==> src/hw/imuPkg.sv <==
`default_nettype none

package imuPkg;

    // Sensor and bus timing
    localparam logic [6:0] DEV_ADDR = 7'h68;
    localparam int TICK_DIV = 161;
    localparam int TICK_W = $clog2(TICK_DIV);
    localparam logic [7:0] REG_PWR_MGMT = 8'h6B;
    localparam logic [7:0] REG_ACCEL_XH = 8'h3B;

    // Register map
    localparam logic [7:0] ADDR_CTRL = 8'h00;
    localparam logic [7:0] ADDR_THRESH = 8'h04;
    localparam logic [7:0] ADDR_STATUS = 8'h08;
    localparam logic [7:0] ADDR_X = 8'h0C;
    localparam logic [7:0] ADDR_Y = 8'h10;
    localparam logic [7:0] ADDR_Z = 8'h14;

    typedef struct packed {
        logic awvalid;
        logic [7:0] awaddr;
        logic wvalid;
        logic [31:0] wdata;
        logic [3:0] wstrb;
        logic bready;
        logic arvalid;
        logic [7:0] araddr;
        logic rready;
    } axiReqT;

    typedef struct packed {
        logic awready;
        logic wready;
        logic bvalid;
        logic [1:0] bresp;
        logic arready;
        logic rvalid;
        logic [31:0] rdata;
        logic [1:0] rresp;
    } axiRspT;

    // skipByte turns the command into a bare stop condition
    typedef struct packed {
        logic start;
        logic stop;
        logic read;
        logic lastRead;
        logic skipByte;
        logic [7:0] data;
    } i2cCmdT;

    typedef struct packed {
        logic [7:0] data;
        logic nack;
        logic done;
    } i2cRspT;

    typedef struct packed {
        logic sclLow;
        logic sdaLow;
    } i2cPadT;

    // Filled bytewise from the bus, read as one signed value
    typedef union packed {
        struct packed {
            logic [7:0] hi;
            logic [7:0] lo;
        } bytes;
        logic signed [15:0] value;
    } axisSampleU;

    typedef struct packed {
        axisSampleU x;
        axisSampleU y;
        axisSampleU z;
        logic valid;
    } imuSampleT;

    typedef struct packed {
        logic enable;
        logic [14:0] thresh;
    } imuCfgT;

    typedef struct packed {
        logic busy;
        logic nackSeen;
        logic [7:0] scanCount;
    } imuStatusT;

endpackage

`default_nettype wire

==> src/hw/i2cMaster.sv <==
`timescale 1ns/1ps
`default_nettype none

module i2cMaster import imuPkg::*; (
    input  logic   MCLK,
    input  logic   nRST,
    input  i2cCmdT cmd,
    input  logic   cmdValid,
    output logic   cmdReady,
    output i2cRspT rsp,
    input  logic   sclIn,
    input  logic   sdaIn,
    output i2cPadT pad
);

    typedef enum logic [1:0] {S_IDLE, S_START, S_BITS, S_STOP} stateT;

    stateT state;
    logic [TICK_W-1:0] preCnt;
    logic tick;
    logic hold;
    logic [1:0] qtr;
    logic [3:0] bitCnt;
    logic [1:0] sclQ;
    logic [1:0] sdaQ;
    logic [8:0] txShift;
    logic [8:0] rxShift;
    i2cCmdT cur;

    // Quarter-bit tick
    always_ff @(posedge MCLK or negedge nRST) begin
        if (!nRST) begin
            preCnt <= '0;
        end else if (tick) begin
            preCnt <= '0;
        end else begin
            preCnt <= preCnt + 1'b1;
        end
    end

    assign tick = (preCnt == TICK_W'(TICK_DIV - 1));

    // Two-stage sync of the bus lines
    always_ff @(posedge MCLK or negedge nRST) begin
        if (!nRST) begin
            sclQ <= 2'b11;
            sdaQ <= 2'b11;
        end else begin
            sclQ <= {sclQ[0], sclIn};
            sdaQ <= {sdaQ[0], sdaIn};
        end
    end

    // Commands start on tick boundaries only
    assign cmdReady = (state == S_IDLE) && tick;
    // Sampling quarter waits for SCL to be seen high
    assign hold = (state == S_BITS) && (qtr == 2'd2) && !sclQ[1];

    // Reads shift out all ones, ack bit is lastRead (NACK on the final byte)
    always_ff @(posedge MCLK) begin
        if (cmdValid && cmdReady) begin
            cur <= cmd;
            txShift <= cmd.read ? {8'hFF, cmd.lastRead} : {cmd.data, 1'b1};
        end else if (tick && !hold && state == S_BITS) begin
            if (qtr == 2'd2) begin
                rxShift <= {rxShift[7:0], sdaQ[1]};
            end
            if (qtr == 2'd3) begin
                txShift <= {txShift[7:0], 1'b1};
            end
        end
    end

    always_ff @(posedge MCLK or negedge nRST) begin
        if (!nRST) begin
            state <= S_IDLE;
            qtr <= '0;
            bitCnt <= '0;
            pad <= '0;
            rsp <= '0;
        end else begin
            rsp.done <= 1'b0;
            if (cmdValid && cmdReady) begin
                qtr <= '0;
                bitCnt <= '0;
                rsp.nack <= 1'b0;
                if (cmd.start) begin
                    state <= S_START;
                end else if (cmd.skipByte) begin
                    state <= S_STOP;
                end else begin
                    state <= S_BITS;
                end
            end else if (tick && !hold && state != S_IDLE) begin
                qtr <= qtr + 1'b1;
                case (state)
                    S_START: begin
                        case (qtr)
                            2'd0: pad.sdaLow <= 1'b0;
                            2'd1: pad.sclLow <= 1'b0;
                            2'd2: pad.sdaLow <= 1'b1;
                            default: begin
                                pad.sclLow <= 1'b1;
                                state <= S_BITS;
                            end
                        endcase
                    end
                    S_BITS: begin
                        case (qtr)
                            2'd0: pad.sdaLow <= ~txShift[8];
                            2'd1: pad.sclLow <= 1'b0;
                            2'd3: begin
                                pad.sclLow <= 1'b1;
                                bitCnt <= bitCnt + 1'b1;
                                if (bitCnt == 4'd8) begin
                                    rsp.data <= rxShift[8:1];
                                    rsp.nack <= !cur.read && rxShift[0];
                                    if (cur.stop) begin
                                        state <= S_STOP;
                                    end else begin
                                        state <= S_IDLE;
                                        rsp.done <= 1'b1;
                                    end
                                end
                            end
                            default: ;
                        endcase
                    end
                    S_STOP: begin
                        case (qtr)
                            2'd0: pad.sdaLow <= 1'b1;
                            2'd1: pad.sclLow <= 1'b0;
                            2'd2: pad.sdaLow <= 1'b0;
                            default: begin
                                state <= S_IDLE;
                                rsp.done <= 1'b1;
                            end
                        endcase
                    end
                    default: ;
                endcase
            end
        end
    end

    // One line at a time, so no false start or stop mid-transfer
    assert property (@(posedge MCLK) disable iff (!nRST)
        (state != S_IDLE) |-> !($changed(pad.sclLow) && $changed(pad.sdaLow)))
        else $error("SCL and SDA drive changed in the same cycle");

endmodule

`default_nettype wire

==> src/hw/imuSequencer.sv <==
`timescale 1ns/1ps
`default_nettype none

module imuSequencer import imuPkg::*; (
    input  logic      MCLK,
    input  logic      nRST,
    input  imuCfgT    cfg,
    output i2cCmdT    cmd,
    output logic      cmdValid,
    input  logic      cmdReady,
    input  i2cRspT    rsp,
    output imuSampleT sample,
    output logic      busy,
    output logic      nackPulse
);

    typedef enum logic [1:0] {S_IDLE, S_ISSUE, S_WAIT} stateT;

    stateT state;
    logic wakePh;
    logic abort;
    logic [3:0] step;
    logic lastStep;
    logic validQ;
    axisSampleU xQ;
    axisSampleU yQ;
    axisSampleU zQ;

    // Byte command for the current step
    always_comb begin
        cmd = '0;
        if (abort) begin
            cmd.skipByte = 1'b1;
            cmd.stop = 1'b1;
        end else if (wakePh) begin
            case (step)
                4'd0: begin
                    cmd.start = 1'b1;
                    cmd.data = {DEV_ADDR, 1'b0};
                end
                4'd1: cmd.data = REG_PWR_MGMT;
                // Writing zero clears the sleep bit
                default: cmd.stop = 1'b1;
            endcase
        end else begin
            case (step)
                4'd0: begin
                    cmd.start = 1'b1;
                    cmd.data = {DEV_ADDR, 1'b0};
                end
                4'd1: cmd.data = REG_ACCEL_XH;
                4'd2: begin
                    cmd.start = 1'b1;
                    cmd.data = {DEV_ADDR, 1'b1};
                end
                default: begin
                    cmd.read = 1'b1;
                    cmd.lastRead = (step == 4'd8);
                    cmd.stop = (step == 4'd8);
                end
            endcase
        end
    end

    assign lastStep = abort || (wakePh ? step == 4'd2 : step == 4'd8);
    assign cmdValid = (state == S_ISSUE);
    assign busy = (state != S_IDLE);
    assign sample = '{x: xQ, y: yQ, z: zQ, valid: validQ};

    always_ff @(posedge MCLK or negedge nRST) begin
        if (!nRST) begin
            state <= S_IDLE;
            wakePh <= 1'b0;
            abort <= 1'b0;
            step <= '0;
            validQ <= 1'b0;
            nackPulse <= 1'b0;
        end else begin
            validQ <= 1'b0;
            nackPulse <= 1'b0;
            case (state)
                S_IDLE: begin
                    if (cfg.enable) begin
                        state <= S_ISSUE;
                        wakePh <= 1'b1;
                        abort <= 1'b0;
                        step <= '0;
                    end
                end
                S_ISSUE: begin
                    if (cmdReady) begin
                        state <= S_WAIT;
                    end
                end
                default: begin
                    if (rsp.done) begin
                        if (rsp.nack) begin
                            nackPulse <= 1'b1;
                            // Bus still held, close it before retrying
                            if (cmd.stop) begin
                                state <= S_IDLE;
                            end else begin
                                abort <= 1'b1;
                                state <= S_ISSUE;
                            end
                        end else if (!lastStep) begin
                            step <= step + 1'b1;
                            state <= S_ISSUE;
                        end else begin
                            validQ <= !wakePh && !abort;
                            if (abort || !cfg.enable) begin
                                state <= S_IDLE;
                            end else begin
                                wakePh <= 1'b0;
                                step <= '0;
                                state <= S_ISSUE;
                            end
                        end
                    end
                end
            endcase
        end
    end

    // Burst order is XH XL YH YL ZH ZL
    always_ff @(posedge MCLK) begin
        if (state == S_WAIT && rsp.done && cmd.read) begin
            case (step)
                4'd3: xQ.bytes.hi <= rsp.data;
                4'd4: xQ.bytes.lo <= rsp.data;
                4'd5: yQ.bytes.hi <= rsp.data;
                4'd6: yQ.bytes.lo <= rsp.data;
                4'd7: zQ.bytes.hi <= rsp.data;
                default: zQ.bytes.lo <= rsp.data;
            endcase
        end
    end

    assert property (@(posedge MCLK) disable iff (!nRST)
        cmdValid && !cmdReady |=> cmdValid && $stable(cmd))
        else $error("Command withdrawn before the master took it");

endmodule

`default_nettype wire

==> src/hw/tiltCompare.sv <==
`timescale 1ns/1ps
`default_nettype none

module tiltCompare import imuPkg::*; (
    input  logic      MCLK,
    input  logic      nRST,
    input  imuCfgT    cfg,
    input  imuSampleT sample,
    output logic      ledX,
    output logic      ledY,
    output logic      ledZ,
    output logic      ledSign
);

    logic [15:0] magX;
    logic [15:0] magY;
    logic [15:0] magZ;
    logic [15:0] magMax;
    logic [2:0] pick;
    logic neg;

    // Unsigned magnitude, -32768 maps to 0x8000
    function automatic logic [15:0] mag(input axisSampleU s);
        return s.value[15] ? 16'(-s.value) : 16'(s.value);
    endfunction

    assign magX = mag(sample.x);
    assign magY = mag(sample.y);
    assign magZ = mag(sample.z);

    // Ties favour X, then Y
    always_comb begin
        if (magX >= magY && magX >= magZ) begin
            pick = 3'b100;
            magMax = magX;
            neg = sample.x.value[15];
        end else if (magY >= magZ) begin
            pick = 3'b010;
            magMax = magY;
            neg = sample.y.value[15];
        end else begin
            pick = 3'b001;
            magMax = magZ;
            neg = sample.z.value[15];
        end
    end

    always_ff @(posedge MCLK or negedge nRST) begin
        if (!nRST) begin
            {ledX, ledY, ledZ, ledSign} <= 4'b0;
        end else if (sample.valid) begin
            if (magMax > {1'b0, cfg.thresh}) begin
                {ledX, ledY, ledZ} <= pick;
                ledSign <= neg;
            end else begin
                {ledX, ledY, ledZ, ledSign} <= 4'b0;
            end
        end
    end

endmodule

`default_nettype wire

==> src/hw/imuRegs.sv <==
`timescale 1ns/1ps
`default_nettype none

module imuRegs import imuPkg::*; (
    input  logic      MCLK,
    input  logic      nRST,
    input  axiReqT    axiReq,
    output axiRspT    axiRsp,
    input  imuSampleT sample,
    input  logic      busy,
    input  logic      nackPulse,
    output imuCfgT    cfg
);

    logic nackSeen;
    logic [7:0] scanCount;
    imuStatusT status;
    axisSampleU xQ;
    axisSampleU yQ;
    axisSampleU zQ;
    logic wrFire;
    logic rdFire;
    logic wrOk;
    logic rdOk;
    logic clrNack;
    logic [31:0] rdData;

    // Ready pulses only while both channels are valid
    assign wrFire = axiRsp.awready;
    assign rdFire = axiRsp.arready;
    assign wrOk = axiReq.awaddr inside {ADDR_CTRL, ADDR_THRESH, ADDR_STATUS,
                                        ADDR_X, ADDR_Y, ADDR_Z};
    assign clrNack = wrFire && axiReq.awaddr == ADDR_CTRL && axiReq.wstrb[0]
                     && axiReq.wdata[1];
    assign status = '{busy: busy, nackSeen: nackSeen, scanCount: scanCount};

    always_comb begin
        rdData = '0;
        rdOk = 1'b1;
        case (axiReq.araddr)
            ADDR_CTRL: rdData = {31'b0, cfg.enable};
            ADDR_THRESH: rdData = {17'b0, cfg.thresh};
            ADDR_STATUS: rdData = {16'b0, status.scanCount, 6'b0, status.nackSeen, status.busy};
            ADDR_X: rdData = {{16{xQ.value[15]}}, xQ.value};
            ADDR_Y: rdData = {{16{yQ.value[15]}}, yQ.value};
            ADDR_Z: rdData = {{16{zQ.value[15]}}, zQ.value};
            default: rdOk = 1'b0;
        endcase
    end

    always_ff @(posedge MCLK or negedge nRST) begin
        if (!nRST) begin
            axiRsp <= '0;
            cfg <= '0;
        end else begin
            axiRsp.awready <= 1'b0;
            axiRsp.wready <= 1'b0;
            axiRsp.arready <= 1'b0;
            if (axiReq.awvalid && axiReq.wvalid && !axiRsp.bvalid && !wrFire) begin
                axiRsp.awready <= 1'b1;
                axiRsp.wready <= 1'b1;
            end
            if (wrFire) begin
                axiRsp.bvalid <= 1'b1;
                axiRsp.bresp <= wrOk ? 2'b00 : 2'b10;
                if (axiReq.awaddr == ADDR_CTRL && axiReq.wstrb[0]) begin
                    cfg.enable <= axiReq.wdata[0];
                end
                if (axiReq.awaddr == ADDR_THRESH && axiReq.wstrb[0]) begin
                    cfg.thresh[7:0] <= axiReq.wdata[7:0];
                end
                if (axiReq.awaddr == ADDR_THRESH && axiReq.wstrb[1]) begin
                    cfg.thresh[14:8] <= axiReq.wdata[14:8];
                end
            end else if (axiRsp.bvalid && axiReq.bready) begin
                axiRsp.bvalid <= 1'b0;
            end
            if (axiReq.arvalid && !axiRsp.rvalid && !rdFire) begin
                axiRsp.arready <= 1'b1;
            end
            if (rdFire) begin
                axiRsp.rvalid <= 1'b1;
                axiRsp.rdata <= rdData;
                axiRsp.rresp <= rdOk ? 2'b00 : 2'b10;
            end else if (axiRsp.rvalid && axiReq.rready) begin
                axiRsp.rvalid <= 1'b0;
            end
        end
    end

    // A NACK in the same cycle as a clear wins
    always_ff @(posedge MCLK or negedge nRST) begin
        if (!nRST) begin
            nackSeen <= 1'b0;
            scanCount <= '0;
        end else begin
            if (nackPulse) begin
                nackSeen <= 1'b1;
            end else if (clrNack) begin
                nackSeen <= 1'b0;
            end
            if (sample.valid) begin
                scanCount <= scanCount + 1'b1;
            end
        end
    end

    always_ff @(posedge MCLK) begin
        if (sample.valid) begin
            xQ <= sample.x;
            yQ <= sample.y;
            zQ <= sample.z;
        end
    end

    assert property (@(posedge MCLK) disable iff (!nRST)
        axiRsp.bvalid && !axiReq.bready |=> axiRsp.bvalid)
        else $error("Write response dropped before bready");
    assert property (@(posedge MCLK) disable iff (!nRST)
        axiRsp.rvalid && !axiReq.rready |=> axiRsp.rvalid && $stable(axiRsp.rdata))
        else $error("Read response changed before rready");
    assert property (@(posedge MCLK) disable iff (!nRST)
        $rose(axiRsp.awready) |-> !axiRsp.bvalid)
        else $error("Write accepted while a response was pending");

endmodule

`default_nettype wire

==> src/hw/imuTop.sv <==
`timescale 1ns/1ps
`default_nettype none

module imuTop import imuPkg::*; (
    input  logic   MCLK,
    input  logic   nRST,
    input  axiReqT axiReq,
    output axiRspT axiRsp,
    input  logic   sclIn,
    input  logic   sdaIn,
    output i2cPadT pad,
    output logic   ledX,
    output logic   ledY,
    output logic   ledZ,
    output logic   ledSign
);

    imuCfgT cfg;
    imuSampleT sample;
    i2cCmdT cmd;
    i2cRspT rsp;
    logic cmdValid;
    logic cmdReady;
    logic busy;
    logic nackPulse;

    imuRegs uRegs (
        .MCLK(MCLK), .nRST(nRST), .axiReq(axiReq), .axiRsp(axiRsp),
        .sample(sample), .busy(busy), .nackPulse(nackPulse), .cfg(cfg)
    );

    imuSequencer uSeq (
        .MCLK(MCLK), .nRST(nRST), .cfg(cfg), .cmd(cmd), .cmdValid(cmdValid),
        .cmdReady(cmdReady), .rsp(rsp), .sample(sample), .busy(busy),
        .nackPulse(nackPulse)
    );

    i2cMaster uI2c (
        .MCLK(MCLK), .nRST(nRST), .cmd(cmd), .cmdValid(cmdValid),
        .cmdReady(cmdReady), .rsp(rsp), .sclIn(sclIn), .sdaIn(sdaIn), .pad(pad)
    );

    tiltCompare uTilt (
        .MCLK(MCLK), .nRST(nRST), .cfg(cfg), .sample(sample),
        .ledX(ledX), .ledY(ledY), .ledZ(ledZ), .ledSign(ledSign)
    );

endmodule

`default_nettype wire

==> config.mk <==
export PLATFORM = sky130hd
export DESIGN_NAME = imuTop
export DESIGN_NICKNAME = d
export VERILOG_FILES = /design/src/hw/imuPkg.sv /design/src/hw/i2cMaster.sv /design/src/hw/imuSequencer.sv /design/src/hw/tiltCompare.sv /design/src/hw/imuRegs.sv /design/src/hw/imuTop.sv
export SDC_FILE = /design/constraint.sdc
export NUM_CORES = 1
export LEC_CHECK = 0
export BUFFER_PORTS_ARGS = -buffer_cell sky130_fd_sc_hd__buf_2
export CORE_MARGIN = 4
export CORE_UTILIZATION = 54
export CTS_CLUSTER_DIAMETER = 40
export DETAILED_ROUTE_END_ITERATION = 8
export PLACE_DENSITY = 0.75
export SYNTH_ARGS = -nofsm -noshare
export SYNTH_HDL_FRONTEND = slang
export SYNTH_HIERARCHICAL = 1
export SYNTH_SLANG_ARGS = --single-unit
==> constraint.sdc <==
create_clock -name MCLK -period 4.9 [get_ports MCLK]
set_input_delay 0.49 -clock MCLK [delete_from_list [all_inputs] [get_ports MCLK]]
set_output_delay 0.49 -clock MCLK [all_outputs]
set_load 0.1 [all_outputs]
# Word-level counts from Yosys, hierarchy flattened
# Cells that the tools add are included.
# totals
memories	0
mem_bits_ro	0
ram_bits	0
reg_bits	228
out_inout_bits	47
latch_bits	0
wordCells	305
# classes
n_mul	0
n_addsub	8
n_shift	0
div_mod_pow	0
order_cmp	4
eq_ne	44
reduce_logical	89
bitwise_logic	4
muxes	109
# ops
cell	n
32-bit one-hot mux with 6 select lines	1
16-bit 2-to-1 mux	5
2-bit 2-to-1 mux	25
16-bit >= comparator	3
16-bit negation	3
1-bit 2-to-1 mux	47
4-bit 2-to-1 mux	9
9-bit 2-to-1 mux	4
8-bit by 4-bit equality test with 1-bit output (second input constant)	4
8-bit by 5-bit equality test with 1-bit output (second input constant)	4
2-bit nonzero test	13
1-bit logical AND	25
8-bit 2-to-1 mux	3
8-bit one-hot mux with 3 select lines	1
6-bit AND reduction	4
2-bit AND reduction	10
8-bit by 1-bit adder with 8-bit output (second input constant)	2
4-bit by 3-bit equality test with 1-bit output (second input constant)	4
8-bit by 3-bit equality test with 1-bit output (second input constant)	2
16-bit by 15-bit greater-than comparator with 1-bit output	1
8-bit logical NOT	2
2-bit != test (second input constant)	8
8-bit one-hot mux with 2 select lines	1
5-bit AND reduction	3
other kinds (30)	74

# Longest topological paths before layout
# Gate-level depths: netlist of run 1.
# depth
ltp_word	9
mapped_depth	26
mapped_depth_nobuf	25

# By module
# The synthesis of run 1 kept the hierarchy.
# modules_own_cells
mod	instances	cells_per_inst	area_each_um2
imuRegs	1	295	4170.2
tiltCompare	1	383	2986.6
i2cMaster	1	193	2314.7
imuSequencer	1	142	2309.7

# Worst setup path before layout of run 1
# No wires, ideal clock.
# synth_path
kind	register -> register
from	reg uSeq/xQ[7] (netlist bit)
to	reg uTilt.ledX
t_required_ns	4.775
slack_ns	-0.120
stages_incl_launch_ff	23
t_arrival_ns	4.895
path_buffers	1
setup_time_ns	0.125
synth_period_minus_slack_ns	5.020
path_cell_list	edfxtp_1 or4_1 nand4b_1 or3_1 o31ai_1 xnor2_1 ha_1 a21o_1 a21o_1 a211oi_1 nor3b_1 a311oi_1 nand2_2 buf_2 a21oi_2 ha_1 and4_1 nand4_1 nor4_1 a21oi_1 nand2_1 a21oi_1 mux2_2
# synth_between
elab_chain_len	7
elab_cells_between_ends	9
# synth_rtl
element	line_no	source
from (decl)	imuSequencer.sv:25	axisSampleU xQ;
16-bit negation	tiltCompare.sv:24	return s.value[15] ? 16'(-s.value) : 16'(s.value);
16-bit 2-to-1 mux *	tiltCompare.sv:24	
16-bit >= comparator	tiltCompare.sv:33	if (magX >= magY && magX >= magZ) begin
1-bit logical AND	tiltCompare.sv:33	
16-bit 2-to-1 mux	tiltCompare.sv:33	
16-bit by 15-bit greater-than comparator with 1-bit output	tiltCompare.sv:52	if (magMax > {1'b0, cfg.thresh}) begin
1-bit 2-to-1 mux *	tiltCompare.sv:52	
to (signal assigned)	tiltCompare.sv:53	{ledX, ledY, ledZ} <= pick;
to (decl)	tiltCompare.sv:9	output logic ledX,
# Every way passes the cells marked *; elsewhere a longest branch is shown, timed or not.
# A chain may end at the register's enable or synchronous reset.

# Final worst setup path of run 1
# layout_path
from	reg uSeq/xQ[8] (netlist bit)
to	reg uTilt.ledSign
# layout_between
elab_chain_len	7
elab_cells_between_ends	9
# layout_rtl
element	line_no	source
16-bit negation	tiltCompare.sv:24	
16-bit 2-to-1 mux *	tiltCompare.sv:24	
16-bit >= comparator	tiltCompare.sv:33	
1-bit logical AND	tiltCompare.sv:33	
16-bit 2-to-1 mux	tiltCompare.sv:33	
16-bit by 15-bit greater-than comparator with 1-bit output	tiltCompare.sv:52	
1-bit 2-to-1 mux *	tiltCompare.sv:52	
to (signal assigned)	tiltCompare.sv:54	ledSign <= neg;
to (decl)	tiltCompare.sv:12	output logic ledSign
# Marked as above.

==> impl_metrics.json, run 1 <==
{
  "cap_violations": 0,
  "start_kind": "flop",
  "cts_tree": "yes",
  "intPower_mw": 3.17,
  "r2r-end": "uTilt/ledSign",
  "reg2reg_depth": 24,
  "placed_cell_area_um2": 12900,
  "worstPathRequired_ns": 5.31,
  "die_w_um": 156,
  "async_reset_ff_frac": 0.448,
  "synth_area_um2": 11800,
  "critPathBufInv": 2,
  "path_max_fanout": 4,
  "core_um2": 21200,
  "met1_usage": 0.310,
  "synthMostInstantiatedCell": "edfxtp_1",
  "p_switching_uw": 982,
  "synth_seq_cells": 210,
  "setup_viol": 4,
  "arrival_ns": 5.72,
  "drt_first_pass_iters": 6,
  "p_leak_nw": 6.13,
  "synth_ff_type": "edfxtp_1",
  "cp_top_family": "compound AO/OA/AOI/OAI gates",
  "drc": 0,
  "pwr-share-clk": 0.492,
  "synth-edff-count": 116,
  "seq_power_share": 0.454,
  "routed_wl_um": 30500,
  "post_synth.cell_area_avg_um2": 11.6,
  "clk_latency_ns": 0.54,
  "setup_ws_ns": -0.415,
  "cts_max_path_buffers": 3,
  "dpl.hpwl_um": 21600,
  "die-area_um2": 24200,
  "cts.sinks": 210,
  "postLayoutCellArea_um2": 14400,
  "irDropWorstVdd_v": 0.000290,
  "crit_top_cell": "a21o_1",
  "r2r-start": "uSeq/xQ[8]",
  "rows": 53,
  "io_buffers": 86,
  "yosysTopAreaCell": "edfxtp_1",
  "yosys_warnings": 6,
  "first_global_vias": 8670,
  "swShare": 0.236,
  "period_share": 1.08,
  "syn_to_final_growth_pct": 22.0,
  "hold_viol": 0,
  "slowest_delay_ns": 0.55,
  "synth_top_area_frac": 0.296,
  "critPathCapture": "uTilt/ledSign",
  "antenna_cells": 0,
  "tightest_slew_ns": 1.01,
  "ant_nets": 0,
  "rsz0062_at_grt": "true",
  "synth_area_leaders": "edfxtp_1 30%, dfrtp_1 19%, ha_1 8.2%",
  "netlist_instances": 1013,
  "power_density_nw_per_um2": 289,
  "grt_use_met2": 0.432,
  "layout-drive-gt1-share": 0.320,
  "numCtsBuffers": 26,
  "critical_path_class": "reg2reg",
  "drt_iter0_drc": 772,
  "worst-path-stages": 24,
  "crit_chain": "or4_4 > nand4b_1 > or3_4 > o31ai_4 > xnor2_2 > ha_1 > a21o_1 > a21o_1 > a211oi_2 > nor3b_2 > a311oi_2 > nand2_2 > buf_6 > buf_6 > mux2_4 > ha_4 > a21o_1 > a21o_1 > a21oi_2 > o2111ai_2 > nand2_2 > o21ai_1 > a31oi_1 > o31ai_1",
  "cts_root_buffer": "clkbuf_16",
  "gp_congestion": 0.918,
  "grt_max_degree": 55,
  "die_h_um": 156,
  "start_util": 0.555,
  "violations": "negative setup slack",
  "regToRegSetupSlack_ns": -0.41,
  "grt_use_met3": 0.0363,
  "grt_pass1_wl_um": 47200,
  "post-route-min-period_ns": 5.31,
  "crit_path_end_kind": "flop",
  "synth_cell_types": 97,
  "htree_levels": 1,
  "clock.fmax_mhz": 188,
  "startpoint": "uSeq/xQ[8]",
  "num_vias": 8811,
  "layout.nets": 1323,
  "finalMaxSlewViolations": 0,
  "routedWlPerCell_um": 20.6,
  "hp-class": "in2reg",
  "io_pins": 108,
  "routed_via_density": 5.95,
  "grt-busiest-layer": "met2",
  "finClkSkew_ns": 0.0179,
  "power_mw": 4.15,
  "cp_slowest_cell": "or4_4",
  "yosys-top-cells-count": "116 x edfxtp_1, 90 x dfrtp_1, 79 x nand2_1",
  "status": "complete, but fails checks",
  "track_usage": 0.246,
  "p_comb_frac": 0.054,
  "antenna_found_initial": 0,
  "grt-ovfl-total": 0,
  "slew_headroom": 0.329,
  "seq_area_frac_synth": 0.496,
  "cts.clk_slew.worst_paths_ns": 0.06
}
## logic make-up (layout without fill, tap and decap cells)
| family | count (synthesis) | in the layout | synth area share |
|---|---|---|---|
| other | 2 | 3 | 0.000637 |
| AOI/OAI and AO/OA | 204 | 204 | 0.126 |
| adders and majority gates | 77 | 77 | 0.0818 |
| xor gates and xnor gates | 56 | 56 | 0.0423 |
| muxes | 75 | 75 | 0.0726 |
| DFF | 210 | 210 | 0.496 |
| buffers and inverters | 118 | 309 | 0.0527 |
| and+or+nand+nor | 271 | 271 | 0.128 |
## per-stage QoR
step | util | hold WS, ns | cells | setup slack (ns) | TNS, ns
2_1_floorplan | - | 0.194 | 1014 | 0.0278 | 0
3_3_place_gp | 0.610 | 0.345 | 1415 | -0.296 | -0.959
3_5_place_dp | 0.610 | 0.352 | 1415 | -0.526 | -1.83
4_1_cts | 0.670 | 0.0161 | 1478 | -0.275 | -0.828
5_1_grt | 0.677 | 0.0161 | 1480 | -0.602 | -2.17
6_report | 0.677 | 0.0424 | 1480 | -0.415 | -1.41
## sequential cells by signal, summed over array words and instances (netlist names), 8 cells and up
register         count
uRegs/yQ            16
uRegs/xQ            16
uSeq/yQ             16
uI2c/txShift         9
uI2c/rxShift         9
uRegs/scanCount      8
uI2c/rsp            10
uRegs/cfg           16
uRegs/axiRsp        21
uRegs/zQ            16
uSeq/zQ             16
uSeq/xQ             16
uI2c/preCnt          8
## layer usage
layer	wire length, um	up-vias
li1	-	4077
met1	11900	4285
met2	15100	361
met3	2250	88
met4	1300	0
met5	0	-
## worst min-delay path by stage
stage | from | end | cells after the start
global placement | uI2c/sclQ[0] | uI2c/sclQ[1] | 0
global route | sclIn | uI2c/sclQ[0] | 1
CTS | sclIn | uI2c/sclQ[0] | 1
detailed placement | uI2c/sclQ[0] | uI2c/sclQ[1] | 0
floorplan | nRST | uI2c/bitCnt[0] | 0
finish | sclIn | uI2c/sclQ[0] | 1
## power by group through the flow
stage	Clock (mW)	Combinational (mW)	Sequential, mW
final	2.04	0.225	1.89
after global routing	2.16	0.242	1.89
after CTS	2.07	0.221	1.89
after detailed placement	0	0.218	1.92
after global placement	0	0.215	1.92
after floorplan	0	0.117	1.96
## repair_timing
action	4_1_cts	5_1_grt
resized for setup	37	31
buffers inserted	13	2
hold buffers	1	0
pin swaps	17	25
cloned	1	0
hold endpoints to repair	7	0
endpoints found under the setup margin	4	4
## cells in the final DEF (no fill, tap or decap), types with 7 or more instances in the layout
| cell | n |
|---|---|
| ha_1 | 71 |
| nor3_1 | 11 |
| o21ai_1 | 19 |
| and2_1 | 11 |
| xor2_1 | 29 |
| clkbuf_16 | 26 |
| mux2_1 | 8 |
| edfxtp_1 | 116 |
| o2bb2ai_1 | 12 |
| mux2i_1 | 24 |
| o21ai_0 | 13 |
| and3_1 | 11 |
| a22oi_1 | 8 |
| nand2b_1 | 16 |
| nand4_1 | 12 |
| dfrtp_1 | 89 |
| xnor2_1 | 21 |
| buf_2 | 85 |
| a21oi_1 | 33 |
| nor2b_1 | 11 |
| mux2_4 | 13 |
| nand2_2 | 7 |
| mux2_2 | 29 |
| nand2_1 | 76 |
| nor2_1 | 37 |
| nand3_1 | 12 |
| o31ai_1 | 11 |
| a21o_1 | 13 |
| or3_1 | 7 |
| a21oi_2 | 14 |
| o22ai_1 | 14 |
| buf_4 | 107 |
| inv_1 | 60 |
## layout make-up
type / instances / area [um2]
inverters: 62 / 233
multi-input cells: 686 / 5670
clock inverters: 18 / 258
fillers: 1476 / 6850
well taps: 275 / 344
repair buffers: 199 / 1340
flip-flops and latches: 210 / 5840
clock buffers: 30 / 686
Power figures use the tool's default switching activity.
==> inputs of run 2 (changes only) <==
- RECOVER_POWER: unset -> 100
- clock period: 4.9 -> 4.5 ns (I/O delays scaled with it)
==> impl_metrics.json, run 2 (same netlist as run 1, synthesis figures left out) <==
{
  "final_util": 0.671,
  "r2r-start": "uSeq/xQ[7]",
  "hold_viol": 0,
  "startpoint": "uSeq/xQ[7]",
  "cts.sinks": 210,
  "grt-ovfl-total": 0,
  "io_pins": 108,
  "p_leak_nw": 5.88,
  "final_common_cell": "edfxtp_1",
  "routedWlPerCell_um": 20.1,
  "setup_viol": 4,
  "setup_ws_ns": -0.738,
  "irDropWorstVdd_v": 0.000298,
  "core_um2": 21200,
  "rows": 53,
  "crit_path_end_kind": "flop",
  "slew_headroom": -0.782,
  "dpl.hpwl_um": 22300,
  "drt_iter0_drc": 659,
  "clock.fmax_mhz": 191,
  "arrival_ns": 5.66,
  "first_global_vias": 8829,
  "intPower_mw": 3.47,
  "hp-class": "in2reg",
  "grt_max_degree": 52,
  "die-area_um2": 24200,
  "antenna_cells": 0,
  "cts.clk_slew.worst_paths_ns": 0.06,
  "period_share": 1.16,
  "ant_nets": 0,
  "p_switching_mw": 1.10,
  "power_mw": 4.57,
  "routed_via_density": 5.79,
  "routed_wl_um": 30400,
  "finalMaxSlewViolations": 136,
  "fin_cells": 1515,
  "cts_max_path_buffers": 3,
  "fill_cells": 1574,
  "layout-drive-gt1-share": 0.246,
  "largest_reg_flops": 21,
  "critical_path_class": "reg2reg",
  "seq_power_share": 0.449,
  "swShare": 0.241,
  "num_vias": 8767,
  "cts_tree": "yes",
  "tightest_slew_ns": 2.67,
  "syn_to_final_growth_pct": 20.8,
  "violations": "max-capacitance violations, max-slew violations, negative setup slack",
  "post-route-min-period_ns": 5.24,
  "p_comb_frac": 0.052,
  "gp_congestion": 0.891,
  "path_max_fanout": 8,
  "antenna_found_initial": 0,
  "start_util": 0.555,
  "start_kind": "flop",
  "power_density_nw_per_um2": 321,
  "worstPathRequired_ns": 4.93,
  "rsz0062_at_grt": "true",
  "cts_root_buffer": "clkbuf_16",
  "min-delay-start": "axiReq[0]",
  "status": "complete, but fails checks",
  "final_cell_mix": "116 x edfxtp_1, 97 x buf_4, 90 x dfrtp_1",
  "pwr-share-clk": 0.498,
  "drc": 0,
  "track_usage": 0.247,
  "die_w_um": 156,
  "grt_pass1_wl_um": 47400,
  "numCtsBuffers": 29,
  "drt_first_pass_iters": 5,
  "layout.nets": 1355,
  "largest_register": "uRegs/axiRsp",
  "cap_violations": 3,
  "htree_levels": 1,
  "io_buffers": 86,
  "die_h_um": 156,
  "placed_cells": 1448,
  "clk_latency_ns": 0.56,
  "finClkSkew_ns": 0.00962
}
[run 2: path summary, 6_finish.rpt]
path                                           end  slack, ns  cells past startpoint
min in group asynchronous       uRegs/scanCount[5]       1.29                      2
max in group asynchronous              uI2c/rsp[9]       1.01                      3
worst max register to register       uTilt/ledSign      -0.74                     23
worst min-delay path              uRegs/axiRsp[34]       0.09                      2
worst min register to register        uI2c/sdaQ[1]       0.36                      0
worst max-delay path                 uTilt/ledSign      -0.74                     23
[run 2: stage by stage]
step	TNS (ns)	area (um2)	hold slack [ns]	setup slack (ns)
finish	-2.63	14200	0.0916	-0.738
CTS	-2.15	14400	0.0756	-0.617
global placement	-2.34	13200	0.346	-0.638
global route	-3.57	14200	0.0681	-0.970
floorplan	-0.840	11900	0.154	-0.273
detailed placement	-3.08	13200	0.349	-0.819
[run 2: timing repair]
| action | CTS | global route |
|---|---|---|
| hold endpoints to repair | 52 | 0 |
| buffers inserted | 5 | 4 |
| pin swaps | 6 | 15 |
| endpoints found under the setup margin | 4 | 4 |
| hold buffers | 3 | 0 |
| gates cloned | 1 | 0 |
| gates resized for setup | 13 | 19 |
[run 2: final cells by class]
class | count | area (um2) | area share
clock buffers | 29 | 726 | 0.0510
flip-flops and latches | 210 | 5840 | 0.410
multi-input cells | 687 | 5520 | 0.388
inverters | 62 | 233 | 0.0163
clock inverters | 25 | 254 | 0.0178
repair buffers | 227 | 1320 | 0.0926
well taps | 275 | 344 | 0.0242
[run 2: per-layer routing]
| metal | vias to the layer above | wire (um) | GRT usage |
|---|---|---|---|
| met2 | 284 | 14300 | 0.410 |
| met1 | 4273 | 13000 | 0.327 |
| li1 | 4141 | - | - |
| met3 | 69 | 1880 | 0.0383 |
| met5 | - | 0 | 0 |
| met4 | 0 | 1250 | 0.0992 |
[run 2: power by group through the flow]
stage | combinational, mW | clock (mW) | sequential, mW
after detailed placement | 0.236 | 0 | 2.09
after global placement | 0.233 | 0 | 2.09
after floorplan | 0.127 | 0 | 2.14
after global routing | 0.254 | 2.40 | 2.06
final | 0.238 | 2.28 | 2.05
after CTS | 0.241 | 2.31 | 2.05
[run 2: critical path, stage by stage, from the launching register on]
cell	delay [ns]
edfxtp_1	0.38
or4_4	0.55
nand4b_1	0.21
or3_4	0.37
o31ai_4	0.21
xnor2_2	0.18
ha_1	0.29
a21o_1	0.16
a21o_1	0.19
a211oi_2	0.28
nor3b_2	0.24
a311oi_2	0.08
nand2_2	0.22
buf_6	0.13
mux2_4	0.30
ha_4	0.21
a21o_1	0.19
a21o_1	0.19
a21oi_2	0.12
o2111ai_1	0.13
nand2_2	0.13
o21ai_0	0.08
a31oi_1	0.19
o31ai_1	0.10
